<file path="src/common/mipsPkg.sv">
`default_nettype none

package mipsPkg;

   localparam int DataWidth = 32;
   localparam int RegAddrWidth = 5;

   //////////////////////////////////////////////////////////////////////
   // Instruction encodings
   //////////////////////////////////////////////////////////////////////
   localparam logic [5:0] OpRType = 6'h00;
   localparam logic [5:0] OpAddi = 6'h08;
   localparam logic [5:0] OpLw = 6'h23;
   localparam logic [5:0] OpSw = 6'h2b;
   localparam logic [5:0] OpBeq = 6'h04;

   // R-type funct field
   localparam logic [5:0] FnAdd = 6'h20;
   localparam logic [5:0] FnSub = 6'h22;
   localparam logic [5:0] FnAnd = 6'h24;
   localparam logic [5:0] FnOr = 6'h25;
   localparam logic [5:0] FnSlt = 6'h2a;

   // Classic MIPS ALU control encoding
   typedef enum logic [2:0] {
      AluAnd = 3'b000,
      AluOr = 3'b001,
      AluAdd = 3'b010,
      AluSub = 3'b110,
      AluSlt = 3'b111
   } aluOpT;

   // Execute operand source
   typedef enum logic [1:0] {
      FwdReg = 2'b00,
      FwdWb = 2'b01,
      FwdMem = 2'b10
   } fwdSelT;

   //////////////////////////////////////////////////////////////////////
   // Stage register payloads
   //////////////////////////////////////////////////////////////////////
   typedef struct packed {
      logic regWrite;
      logic memToReg;
      logic memWrite;
      logic aluSrc;
      logic regDst;
      logic branch;
      aluOpT aluOp;
   } ctrlT;

   typedef struct packed {
      logic [DataWidth-1:0] instr;
      logic [DataWidth-1:0] pcPlus4;
   } ifIdT;

   typedef struct packed {
      ctrlT ctrl;
      logic [DataWidth-1:0] rd1;
      logic [DataWidth-1:0] rd2;
      logic [DataWidth-1:0] signImm;
      logic [RegAddrWidth-1:0] rs;
      logic [RegAddrWidth-1:0] rt;
      logic [RegAddrWidth-1:0] rd;
   } idExT;

   typedef struct packed {
      logic regWrite;
      logic memToReg;
      logic memWrite;
      logic [DataWidth-1:0] aluOut;
      logic [DataWidth-1:0] writeData;
      logic [RegAddrWidth-1:0] writeReg;
   } exMemT;

   typedef struct packed {
      logic regWrite;
      logic memToReg;
      logic [DataWidth-1:0] readData;
      logic [DataWidth-1:0] aluOut;
      logic [RegAddrWidth-1:0] writeReg;
   } memWbT;

endpackage

`default_nettype wire

</file>
<file path="src/rtl/pipeReg.sv">
`timescale 1ns/1ns
`default_nettype none

// One pipeline stage register, shared by all four stages
module pipeReg #(
   parameter type payloadT = logic [31:0]
) (
   input wire logic clk,
   input wire logic rst,
   input wire logic stall,
   input wire logic flush,
   input wire payloadT d,
   output payloadT q
);

   // Clear beats hold, an all-zero payload is a bubble
   always_ff @(posedge clk) begin
      if (rst || flush) begin
         q <= '0;
      end else if (!stall) begin
         q <= d;
      end
   end

endmodule

`default_nettype wire

</file>
<file path="src/rtl/controlDecode.sv">
`timescale 1ns/1ns
`default_nettype none

module controlDecode (
   input wire logic [31:0] instr,
   output mipsPkg::ctrlT ctrl,
   output logic isBranch
);

   logic [5:0] opcode;
   logic [5:0] funct;

   assign opcode = instr[31:26];
   assign funct = instr[5:0];

   always_comb begin
      ctrl = '0;
      case (opcode)
         mipsPkg::OpRType: begin
            ctrl.regWrite = 1'b1;
            ctrl.regDst = 1'b1;
            case (funct)
               mipsPkg::FnAdd: ctrl.aluOp = mipsPkg::AluAdd;
               mipsPkg::FnSub: ctrl.aluOp = mipsPkg::AluSub;
               mipsPkg::FnAnd: ctrl.aluOp = mipsPkg::AluAnd;
               mipsPkg::FnOr: ctrl.aluOp = mipsPkg::AluOr;
               mipsPkg::FnSlt: ctrl.aluOp = mipsPkg::AluSlt;
               // Shifts and the rest, also the all-zero nop
               default: ctrl = '0;
            endcase
         end
         mipsPkg::OpAddi: begin
            ctrl.regWrite = 1'b1;
            ctrl.aluSrc = 1'b1;
            ctrl.aluOp = mipsPkg::AluAdd;
         end
         mipsPkg::OpLw: begin
            ctrl.regWrite = 1'b1;
            ctrl.memToReg = 1'b1;
            ctrl.aluSrc = 1'b1;
            ctrl.aluOp = mipsPkg::AluAdd;
         end
         mipsPkg::OpSw: begin
            ctrl.memWrite = 1'b1;
            ctrl.aluSrc = 1'b1;
            ctrl.aluOp = mipsPkg::AluAdd;
         end
         // Compare happens in decode, ALU unused
         mipsPkg::OpBeq: ctrl.branch = 1'b1;
         default: ctrl = '0;
      endcase
   end

   assign isBranch = ctrl.branch;

endmodule

`default_nettype wire

</file>
<file path="src/rtl/regFile.sv">
`timescale 1ns/1ns
`default_nettype none

module regFile (
   input wire logic clk,
   input wire logic rst,
   input wire logic [4:0] ra1,
   input wire logic [4:0] ra2,
   input wire logic [4:0] wa,
   input wire logic [31:0] wd,
   input wire logic we,
   output logic [31:0] rd1,
   output logic [31:0] rd2
);

   logic [31:0] regs [32];

   // Entry 0 is cleared on reset and never written
   always_ff @(posedge clk) begin
      if (rst) begin
         for (int i = 0; i < 32; i++) begin
            regs[i] <= '0;
         end
      end else if (we && wa != 5'd0) begin
         regs[wa] <= wd;
      end
   end

   // Bypass the write port, same effect as writing in the first half cycle
   assign rd1 = (ra1 == 5'd0) ? '0 : (we && wa == ra1) ? wd : regs[ra1];
   assign rd2 = (ra2 == 5'd0) ? '0 : (we && wa == ra2) ? wd : regs[ra2];

endmodule

`default_nettype wire

</file>
<file path="src/rtl/alu.sv">
`timescale 1ns/1ns
`default_nettype none

module alu (
   input wire logic [mipsPkg::DataWidth-1:0] a,
   input wire logic [mipsPkg::DataWidth-1:0] b,
   input wire mipsPkg::aluOpT op,
   output logic [mipsPkg::DataWidth-1:0] y
);

   always_comb begin
      case (op)
         mipsPkg::AluAdd: y = a + b;
         mipsPkg::AluSub: y = a - b;
         mipsPkg::AluAnd: y = a & b;
         mipsPkg::AluOr: y = a | b;
         // Signed compare
         mipsPkg::AluSlt: y = {{(mipsPkg::DataWidth-1){1'b0}}, $signed(a) < $signed(b)};
         default: y = '0;
      endcase
   end

endmodule

`default_nettype wire

</file>
<file path="src/rtl/hazardUnit.sv">
`timescale 1ns/1ns
`default_nettype none

module hazardUnit (
   input wire logic [mipsPkg::RegAddrWidth-1:0] rsD,
   input wire logic [mipsPkg::RegAddrWidth-1:0] rtD,
   input wire logic branchD,
   input wire mipsPkg::idExT idEx,
   input wire logic [mipsPkg::RegAddrWidth-1:0] writeRegE,
   input wire mipsPkg::exMemT exMem,
   input wire mipsPkg::memWbT memWb,
   output logic stallF,
   output logic stallD,
   output logic flushE,
   output logic forwardAD,
   output logic forwardBD,
   output mipsPkg::fwdSelT forwardAE,
   output mipsPkg::fwdSelT forwardBE
);

   logic lwStall;
   logic branchStall;

   // Memory stage is younger, so it wins over writeback
   function automatic mipsPkg::fwdSelT fwdSel(input logic [4:0] src, input mipsPkg::exMemT m,
                                              input mipsPkg::memWbT w);
      if (src != 5'd0 && m.regWrite && m.writeReg == src) return mipsPkg::FwdMem;
      else if (src != 5'd0 && w.regWrite && w.writeReg == src) return mipsPkg::FwdWb;
      else return mipsPkg::FwdReg;
   endfunction

   assign forwardAE = fwdSel(idEx.rs, exMem, memWb);
   assign forwardBE = fwdSel(idEx.rt, exMem, memWb);

   // Branch operands only take the memory stage ALU result
   assign forwardAD = rsD != 5'd0 && exMem.regWrite && exMem.writeReg == rsD;
   assign forwardBD = rtD != 5'd0 && exMem.regWrite && exMem.writeReg == rtD;

   assign lwStall = idEx.ctrl.memToReg && (idEx.rt == rsD || idEx.rt == rtD);

   // Operand still in the ALU, or a load still in memory
   assign branchStall = branchD &&
      ((idEx.ctrl.regWrite && (writeRegE == rsD || writeRegE == rtD)) ||
       (exMem.memToReg && (exMem.writeReg == rsD || exMem.writeReg == rtD)));

   assign stallF = lwStall || branchStall;
   assign stallD = lwStall || branchStall;
   assign flushE = lwStall || branchStall;

endmodule

`default_nettype wire

</file>
<file path="src/rtl/cpu.sv">
`timescale 1ns/1ns
`default_nettype none

module cpu (
   input wire logic clk,
   input wire logic rst,
   output logic [31:0] instrAddr,
   input wire logic [31:0] instr,
   output logic [31:0] dataAddr,
   output logic [31:0] writeData,
   output logic memWrite,
   input wire logic [31:0] readData
);

   logic [31:0] pcF;
   logic [31:0] pcPlus4F;
   logic stallF;

   mipsPkg::ifIdT ifIdQ;
   mipsPkg::ctrlT ctrlD;
   logic [31:0] instrD;
   logic [4:0] rsD;
   logic [4:0] rtD;
   logic [31:0] rd1D;
   logic [31:0] rd2D;
   logic [31:0] signImmD;
   logic [31:0] pcBranchD;
   logic branchD;
   logic pcSrcD;
   logic stallD;
   logic forwardAD;
   logic forwardBD;

   mipsPkg::idExT idExQ;
   mipsPkg::fwdSelT forwardAE;
   mipsPkg::fwdSelT forwardBE;
   logic [31:0] srcAE;
   logic [31:0] srcBE;
   logic [31:0] writeDataE;
   logic [31:0] aluOutE;
   logic [4:0] writeRegE;
   logic flushE;

   mipsPkg::exMemT exMemQ;
   mipsPkg::memWbT memWbQ;
   logic [31:0] resultW;

   // Three-way operand select for the execute stage
   function automatic logic [31:0] fwdMux(input mipsPkg::fwdSelT sel, input logic [31:0] regVal,
                                          input logic [31:0] wbVal, input logic [31:0] memVal);
      case (sel)
         mipsPkg::FwdWb: return wbVal;
         mipsPkg::FwdMem: return memVal;
         default: return regVal;
      endcase
   endfunction

   //////////////////////////////////////////////////////////////////////
   // Fetch
   //////////////////////////////////////////////////////////////////////
   assign pcPlus4F = pcF + 32'd4;

   always_ff @(posedge clk) begin
      if (rst) begin
         pcF <= '0;
      end else if (!stallF) begin
         pcF <= pcSrcD ? pcBranchD : pcPlus4F;
      end
   end

   assign instrAddr = pcF;

   // Taken branch squashes the instruction fetched behind it
   pipeReg #(.payloadT(mipsPkg::ifIdT)) ifIdReg (
      .clk(clk), .rst(rst), .stall(stallD), .flush(pcSrcD),
      .d('{instr: instr, pcPlus4: pcPlus4F}), .q(ifIdQ)
   );

   //////////////////////////////////////////////////////////////////////
   // Decode
   //////////////////////////////////////////////////////////////////////
   assign instrD = ifIdQ.instr;
   assign rsD = instrD[25:21];
   assign rtD = instrD[20:16];
   assign signImmD = {{16{instrD[15]}}, instrD[15:0]};
   assign pcBranchD = ifIdQ.pcPlus4 + {signImmD[29:0], 2'b00};

   controlDecode ctrlDec (.instr(instrD), .ctrl(ctrlD), .isBranch(branchD));

   regFile rf (
      .clk(clk), .rst(rst), .ra1(rsD), .ra2(rtD),
      .wa(memWbQ.writeReg), .wd(resultW), .we(memWbQ.regWrite),
      .rd1(rd1D), .rd2(rd2D)
   );

   // Compare with stale operands is ignored while stalled
   assign pcSrcD = branchD && !stallD &&
      ((forwardAD ? exMemQ.aluOut : rd1D) == (forwardBD ? exMemQ.aluOut : rd2D));

   pipeReg #(.payloadT(mipsPkg::idExT)) idExReg (
      .clk(clk), .rst(rst), .stall(1'b0), .flush(flushE),
      .d('{ctrl: ctrlD, rd1: rd1D, rd2: rd2D, signImm: signImmD,
           rs: rsD, rt: rtD, rd: instrD[15:11]}),
      .q(idExQ)
   );

   //////////////////////////////////////////////////////////////////////
   // Execute
   //////////////////////////////////////////////////////////////////////
   assign srcAE = fwdMux(forwardAE, idExQ.rd1, resultW, exMemQ.aluOut);
   assign writeDataE = fwdMux(forwardBE, idExQ.rd2, resultW, exMemQ.aluOut);
   assign srcBE = idExQ.ctrl.aluSrc ? idExQ.signImm : writeDataE;
   assign writeRegE = idExQ.ctrl.regDst ? idExQ.rd : idExQ.rt;

   alu aluE (.a(srcAE), .b(srcBE), .op(idExQ.ctrl.aluOp), .y(aluOutE));

   pipeReg #(.payloadT(mipsPkg::exMemT)) exMemReg (
      .clk(clk), .rst(rst), .stall(1'b0), .flush(1'b0),
      .d('{regWrite: idExQ.ctrl.regWrite, memToReg: idExQ.ctrl.memToReg,
           memWrite: idExQ.ctrl.memWrite, aluOut: aluOutE,
           writeData: writeDataE, writeReg: writeRegE}),
      .q(exMemQ)
   );

   //////////////////////////////////////////////////////////////////////
   // Memory and writeback
   //////////////////////////////////////////////////////////////////////
   assign dataAddr = exMemQ.aluOut;
   assign writeData = exMemQ.writeData;
   assign memWrite = exMemQ.memWrite;

   pipeReg #(.payloadT(mipsPkg::memWbT)) memWbReg (
      .clk(clk), .rst(rst), .stall(1'b0), .flush(1'b0),
      .d('{regWrite: exMemQ.regWrite, memToReg: exMemQ.memToReg,
           readData: readData, aluOut: exMemQ.aluOut, writeReg: exMemQ.writeReg}),
      .q(memWbQ)
   );

   assign resultW = memWbQ.memToReg ? memWbQ.readData : memWbQ.aluOut;

   hazardUnit hazard (
      .rsD(rsD), .rtD(rtD), .branchD(branchD), .idEx(idExQ), .writeRegE(writeRegE),
      .exMem(exMemQ), .memWb(memWbQ), .stallF(stallF), .stallD(stallD), .flushE(flushE),
      .forwardAD(forwardAD), .forwardBD(forwardBD),
      .forwardAE(forwardAE), .forwardBE(forwardBE)
   );

endmodule

`default_nettype wire

</file>
<file path="config.mk">
export PLATFORM = sky130hd
export DESIGN_NAME = cpu
export DESIGN_NICKNAME = d
export VERILOG_FILES = /design/src/common/mipsPkg.sv /design/src/rtl/pipeReg.sv /design/src/rtl/controlDecode.sv /design/src/rtl/regFile.sv /design/src/rtl/alu.sv /design/src/rtl/hazardUnit.sv /design/src/rtl/cpu.sv
export SDC_FILE = /design/constraint.sdc
export NUM_CORES = 2
export LEC_CHECK = 0
export ABC_AREA = 1
export ABC_CLOCK_PERIOD_IN_PS = 4600
export BUFFER_PORTS_ARGS = -buffer_cell sky130_fd_sc_hd__buf_2
export CELL_PAD_IN_SITES_DETAIL_PLACEMENT = 2
export CELL_PAD_IN_SITES_GLOBAL_PLACEMENT = 2
export CORE_MARGIN = 1.5
export CORE_UTILIZATION = 31
export DETAILED_ROUTE_END_ITERATION = 8
export PLACE_DENSITY_LB_ADDON = 0.1
export SKIP_LAST_GASP = 1
export SLEW_MARGIN = 30
export SYNTH_ARGS = -nofsm -noshare
export SYNTH_HDL_FRONTEND = slang
export SYNTH_HIERARCHICAL = 1
export SYNTH_SLANG_ARGS = --single-unit
export TNS_END_PERCENT = 30
</file>
<file path="constraint.sdc">
create_clock -name clk -period 4.6 [get_ports clk]
set_clock_uncertainty 0.05 [all_clocks]
set_input_delay 0.92 -clock clk [delete_from_list [all_inputs] [get_ports clk]]
set_output_delay 0.92 -clock clk [all_outputs]
set_load 0.1 [all_outputs]
</file>
======== After elaboration in Yosys (flattened, before gate mapping) ========
Memory sizes are Yosys's and may differ from the RTL's. A register that Yosys moved wholly into a read port is not among the register bits.
Index checks and enable logic that the tools add are counted.
storage, ports and cells
  register bits ........................... 342
  RAM bits ................................ 1024
  bits of input ports ..................... 66
  output and inout bits ................... 97
  logic and storage cells ................. 145
  memories ................................ 1
memories
  memory   depth  bits a word  rd ports  clocked after Yosys merged registers in  write ports  RTL line       text
  rf.regs  32     32           2         2                                        32           regFile.sv:16  logic [31:0] regs [32];
operators by class
  add/sub/neg operators ................... 4
  order comparisons ....................... 1
  eq/ne operators ......................... 30
  muxes and demuxes ....................... 37
  bitwise operators ....................... 3
  reduce and logical (&&, ||, !) cells .... 43
operators by type and width
  operator                                                               count
  32-bit 2-to-1 mux                                                      10
  32-bit one-hot mux with 5 select lines                                 1
  32-bit one-hot mux with 2 select lines                                 2
  32-bit adder                                                           2
  5-bit equality test                                                    12
  6-bit equality test, second input constant                             7
  32-bit by 3-bit adder with 32-bit output, second input constant        1
  32-bit AND                                                             1
  32-bit equality test                                                   1
  32-bit < comparator                                                    1
  32-bit OR                                                              1
  32-bit OR reduction                                                    1
  32-bit subtractor                                                      1
  5-bit 2-to-1 mux                                                       6
  5-bit nonzero test                                                     5
  1-bit logical AND                                                      21
  3-bit one-hot mux with 4 select lines                                  1
  5-bit zero test                                                        2
  1-bit one-hot mux with 2 select lines                                  5
  1-bit 2-to-1 mux                                                       8
  1-bit logical OR                                                       7
  3-bit equality test, second input constant                             2
  6-bit by 3-bit equality test with 1-bit output, second input constant  1
  6-bit by 4-bit equality test with 1-bit output, second input constant  1
  14 further kinds                                                       18

======== Depth between registers and ports, before layout ========
  depth in word-level cells ............... 12
  gate-level depth with buffers ........... 32

======== Cells and area by module ========
Netlist, hierarchy kept.
modules (own cells, without submodules)
  module              instances  cells an instance  area an instance (sq um)  sequential area each (sq um)
  regFile             1          7430               58036.9                   30749.5
  cpu                 1          1764               8752.1                    640.6
  alu                 1          1262               6344.8                    0.0
  pipeReg (idExReg)   1          761                5018.6                    2402.3
  pipeReg (exMemReg)  1          456                2970.3                    1441.4
  pipeReg (memWbReg)  1          450                2939.1                    1421.4
  pipeReg (ifIdReg)   1          405                2671.3                    1281.2
  hazardUnit          1          174                843.3                     0.0
  controlDecode       1          47                 207.7                     0.0

======== Worst setup path after synthesis ========
OpenSTA, ideal clock, no wires.
  kind .................................... flip-flop to flip-flop
  from .................................... register idExReg/q[10] (netlist bit)
  to ...................................... register exMemReg/q[68] (netlist bit)
  arrival time ............................ 3.611 ns
  required time ........................... 4.437 ns
  path slack .............................. 0.826 ns
  cell stages (with the launch flop) ...... 27
  buffers on the path ..................... 2
  clock period less this slack ............ 3.774 ns
  path through ............................ dfxtp_1 -> inv_1 -> nand2_1 -> nor4_1 -> nor3_2 -> nor2_1 -> inv_1 -> ha_1 -> buf_1 -> clkbuf_1 -> o21ai_0 -> inv_1 -> ha_1 -> nor2_1 -> nand2_1 -> nand2_1 -> nand2_1 -> nand2_1 -> nand2_1 -> nand2_1 -> nand2_1 -> nand2_1 -> nand2_1 -> nand3_1 -> nand3_1 -> nor2_1 -> nor2_1
on the way
  elaborated cells between the ends (all ways) .. 17
  classes of those cells .................. add/sub: 2; eq/ne: 4; mux: 4; bitwise: 2; reduce/logical: 5
RTL lines
  item                                                                                   RTL line              text
  start: declaration                                                                     pipeReg.sv:13         output payloadT q
  start signal: assignment                                                               pipeReg.sv:19         q <= '0;
  start signal: assignment                                                               pipeReg.sv:21         q <= d;
  5-bit nonzero test                                                                     hazardUnit.sv:27      if (src != 5'd0 && m.regWrite && m.writeReg == src) return mipsPkg::FwdMem;
  1-bit logical AND                                                                      hazardUnit.sv:27
  1-bit logical AND (*)                                                                  hazardUnit.sv:27
  2-bit 2-to-1 mux (*)                                                                   hazardUnit.sv:27
  named net forwardAE[1]                                                                 cpu.sv:35             mipsPkg::fwdSelT forwardAE;
  2-bit equality test or 2-bit by 1-bit equality test with 1-bit output (tied branches)  cpu.sv:51             case (sel)
  32-bit one-hot mux with 2 select lines (*)                                             cpu.sv:51
  named net srcAE[1]                                                                     cpu.sv:37             logic [31:0] srcAE;
  32-bit subtractor or 32-bit adder (tied branches)                                      alu.sv:14, alu.sv:13
  32-bit one-hot mux with 5 select lines (*)                                             alu.sv:12             case (op)
  named net aluOutE[31]                                                                  cpu.sv:40             logic [31:0] aluOutE;
  end signal: assignment                                                                 pipeReg.sv:19
  end signal: assignment                                                                 pipeReg.sv:21
  end: declaration                                                                       pipeReg.sv:13
Mark *: on every way through the listed nets, which the timed path passes. The rest lies on a longest branch.
A chain may end at the register's enable or synchronous reset.

======== Worst setup path in the final report ========
  from .................................... register ifIdReg/q[49] (netlist bit)
  to ...................................... register ifIdReg/q[50] (netlist bit)
on the way
  elaborated cells between the ends (all ways) .. 26
  classes of those cells .................. eq/ne: 5; mux: 3; reduce/logical: 18
RTL lines
  item                      RTL line       text
  start: declaration        pipeReg.sv:13
  start signal: assignment  pipeReg.sv:19
  start signal: assignment  pipeReg.sv:21
  5-bit equality test       regFile.sv:31  assign rd2 = (ra2 == 5'd0) ? '0 : (we && wa == ra2) ? wd : regs[ra2];
  1-bit logical AND         regFile.sv:31
  32-bit 2-to-1 mux         regFile.sv:31
  32-bit 2-to-1 mux (*)     regFile.sv:31
  named net rd2D[20]        cpu.sv:25      logic [31:0] rd2D;
  32-bit 2-to-1 mux (*)     cpu.sv:98      ((forwardAD ? exMemQ.aluOut : rd1D) == (forwardBD ? exMemQ.aluOut : rd2D));
  32-bit equality test (*)  cpu.sv:98
  1-bit logical AND (*)     cpu.sv:97      assign pcSrcD = branchD && !stallD &&
  1-bit logical OR (*)      pipeReg.sv:18  if (rst || flush) begin
Marks and branches as above.

==> summary.md <==
| Metric | Value |
|---|---|
| Crit Path Max Fanout | `37` |
| Share of layout cells above drive strength 1 | `13.9%` |
| Vias | `92900` |
| Clock Tree Buf Depth | `4` |
| DP HPWL | `332000 um` |
| Routability cong. | `0.928` |
| Cells after DPL | `16800` |
| Pins Over Slew Limit | `0` |
| Crit path top cell by count | `nand2_1` |
| Avg Cell Area, Syn | `6.89 sq um` |
| IO Port Bufs | `162` |
| Die extent in x | `535 um` |
| Root buffer cell | `clkbuf_16` |
| Crit path cell chain | `buf_12, buf_12, o21ai_0, o21ai_0, a21oi_1, buf_4, nand2_1, nand2_1, a21oi_1, nand2_1, nand2_1, nand2_1, nand2_1, nand3_1, nor2_1, nand3_1, nor2_4, buf_12, buf_12, nor2_8, buf_12, nand2_1, nor2_4` |
| Total track usage | `32.7%` |
| NumNets Final | `13500` |
| Post-route antenna net violation count | `0` |
| Pre-antenna DRT Iters | `6` |
| RSZ-0062 raised after global routing | `yes` |
| Die area | `286000 sq um` |
| Most frequent cells in the layout | `nand2_1, nor2_1, inv_1` |
| Hold Crit Class | `primary input to flop` |
| Die Span Y | `535 um` |
| Detailed-route DRC error count | `0` |
| Initial antenna violation count | `32` |
| Worst slew margin | `28.3%` |
| Vias/cell | `5.41` |
| Wire per inst | `28.2 um` |
| Post-Route WL | `483000 um` |
| Final setup violation count | `0` |
| Clock Pin Slew Worst Setup and Hold Paths | `0.06 ns` |
| Hold Fails Final Rpt | `0` |
| VDD IR-drop max | `303 uV` |
| Synthesized instance count | `12700` |
| Vias in the first global route | `98800` |
| Buffers & Inverters on Critical Path | `6` |
| F_max | `0.218 GHz` |
| # rows | `195` |
| Final WS setup | `0.0157 ns` |
| Fin area | `106000 sq um` |
| WS Path Type | `flop to flop` |
| Power Total | `38900 uW` |
| Synthesis-to-finish area growth | `20.8%` |
| Core area | `282000 sq um` |
| Worst-margin pin slew | `1.07 ns` |
| Max cap viols | `0` |
| Crit path arrival time | `5.27 ns` |
| Final Hold Slack | `0.204 ns` |
| CTS buffer count | `186` |
| Outcome | `complete, no violations` |
| Setup slack at placement | `-0.457 ns` |
| Initial Utilization | `31.1%` |
| Leak | `0.0462 uW` |
| H-tree Lvls | `4` |
| Yosys warns | `6` |
| DP Area | `98400 sq um` |
| Worst path max stage delay | `0.53 ns` |
| Crit. End Element | `flop` |
| Largest net degree at the start of global routing | `239` |
| Slowest-stage cell, CP | `dfxtp_4` |
| Post-layout min period | `4.58 ns` |
| Worst-Skew Late Latency | `0.90 ns` |
| Initial DRC count | `7987` |
| IO Pins | `163` |
| CTS tree | `yes` |
| CP required | `5.29 ns` |
| FF-to-FF path depth | `23` |
| Startpoint Class | `flop` |
| Stages on worst setup path | `23` |
| # fillers | `33100` |
| WHS Path Cells | `3` |
| Pwr/cell area | `367 nW/um^2` |
| Period utilisation layout | `99.7%` |
| Non-filler cells, final | `17200` |
| CP delay by family, top | `simple AND/OR/NAND/NOR gates` |
| Synthesized area | `87700 sq um` |
| Clk sinks | `1382` |
| First-pass GRT wire length | `686000 um` |
| Commonest non-fill, non-tap cell in the layout | `nand2_1` |
| Global route overflow | `0` |
[power by group]
group | internal (uW) | leakage [uW] | switching (uW) | total, uW
Sequential | 13900 | 0.0135 | 384 | 14200
Combinational | 3230 | 0.0299 | 7070 | 10300
Clock | 8290 | 0.00283 | 6110 | 14400
Total | 25400 | 0.0462 | 13600 | 38900
[metrics by stage]
| step | utilization [%] | TNS [ns] |
|---|---|---|
| 3_5_place_dp | 34.9 | -27.88 |
| 2_1_floorplan | - | 0 |
| 6_report | 37.6 | 0 |
| 5_1_grt | 37.6 | -0.658 |
| 3_3_place_gp | 34.9 | -15.36 |
| 4_1_cts | 37.1 | -0.0888 |
[per-layer routing]
| metal | vias up | part of all wire, % | GRT usage, % |
|---|---|---|---|
| met5 | - | 0.019 | 0 |
| met4 | 14 | 4.6 | 13.5 |
| met3 | 784 | 6.0 | 3.55 |
| met2 | 2869 | 46 | 53.7 |
| met1 | 47900 | 43 | 43.6 |
| li1 | 41300 | - | - |
[path summary, 6_finish.rpt]
| check | to | start | slack [ns] |
|---|---|---|---|
| setup reg to reg | ifIdReg/q[50] | ifIdReg/q[49] | 0.02 |
| hold / removal | memWbReg/q[45] | readData[8] | 0.20 |
| hold reg to reg | instrAddr[0] | ifIdReg/q[0] | 0.44 |
| setup / recovery | ifIdReg/q[50] | ifIdReg/q[49] | 0.02 |
[flip-flops by register name (all words and copies together), names as in the netlist]
signal and count:
ifIdReg/q 64, memWbReg/q 71, exMemReg/q 72, instrAddr 32, idExReg/q 119, rf/regs 1024
[cell type report]
type / count / area (sq um) / area share (%)
multi-input cells: 9016 / 41500 / 39.1
inverters: 1527 / 5800 / 5.47
diodes: 11 / 27.5 / 0.0260
clock inverters: 86 / 724 / 0.683
flip-flops and latches: 1382 / 38000 / 35.8
repair buffers: 1156 / 10300 / 9.72
clock buffers: 242 / 5050 / 4.76
well taps: 3743 / 4680 / 4.42
[worst register-to-register path, delay by kind of cell (launching register included)]
family	cells	cell delay (ns)
flip-flops	1	0.53
AND/OR/NAND/NOR	13	1.74
AO/OA/AOI/OAI	4	0.93
buffers and inverters	6	1.19
[timing repair]
item	CTS	global route
pin swaps	3	24
buffers inserted	1	16
hold buffers	0	0
endpoints found under the setup margin	115	122
cloned	4	12
gates resized for setup	64	282
Note: power is estimated with default switching activity, not from simulation.
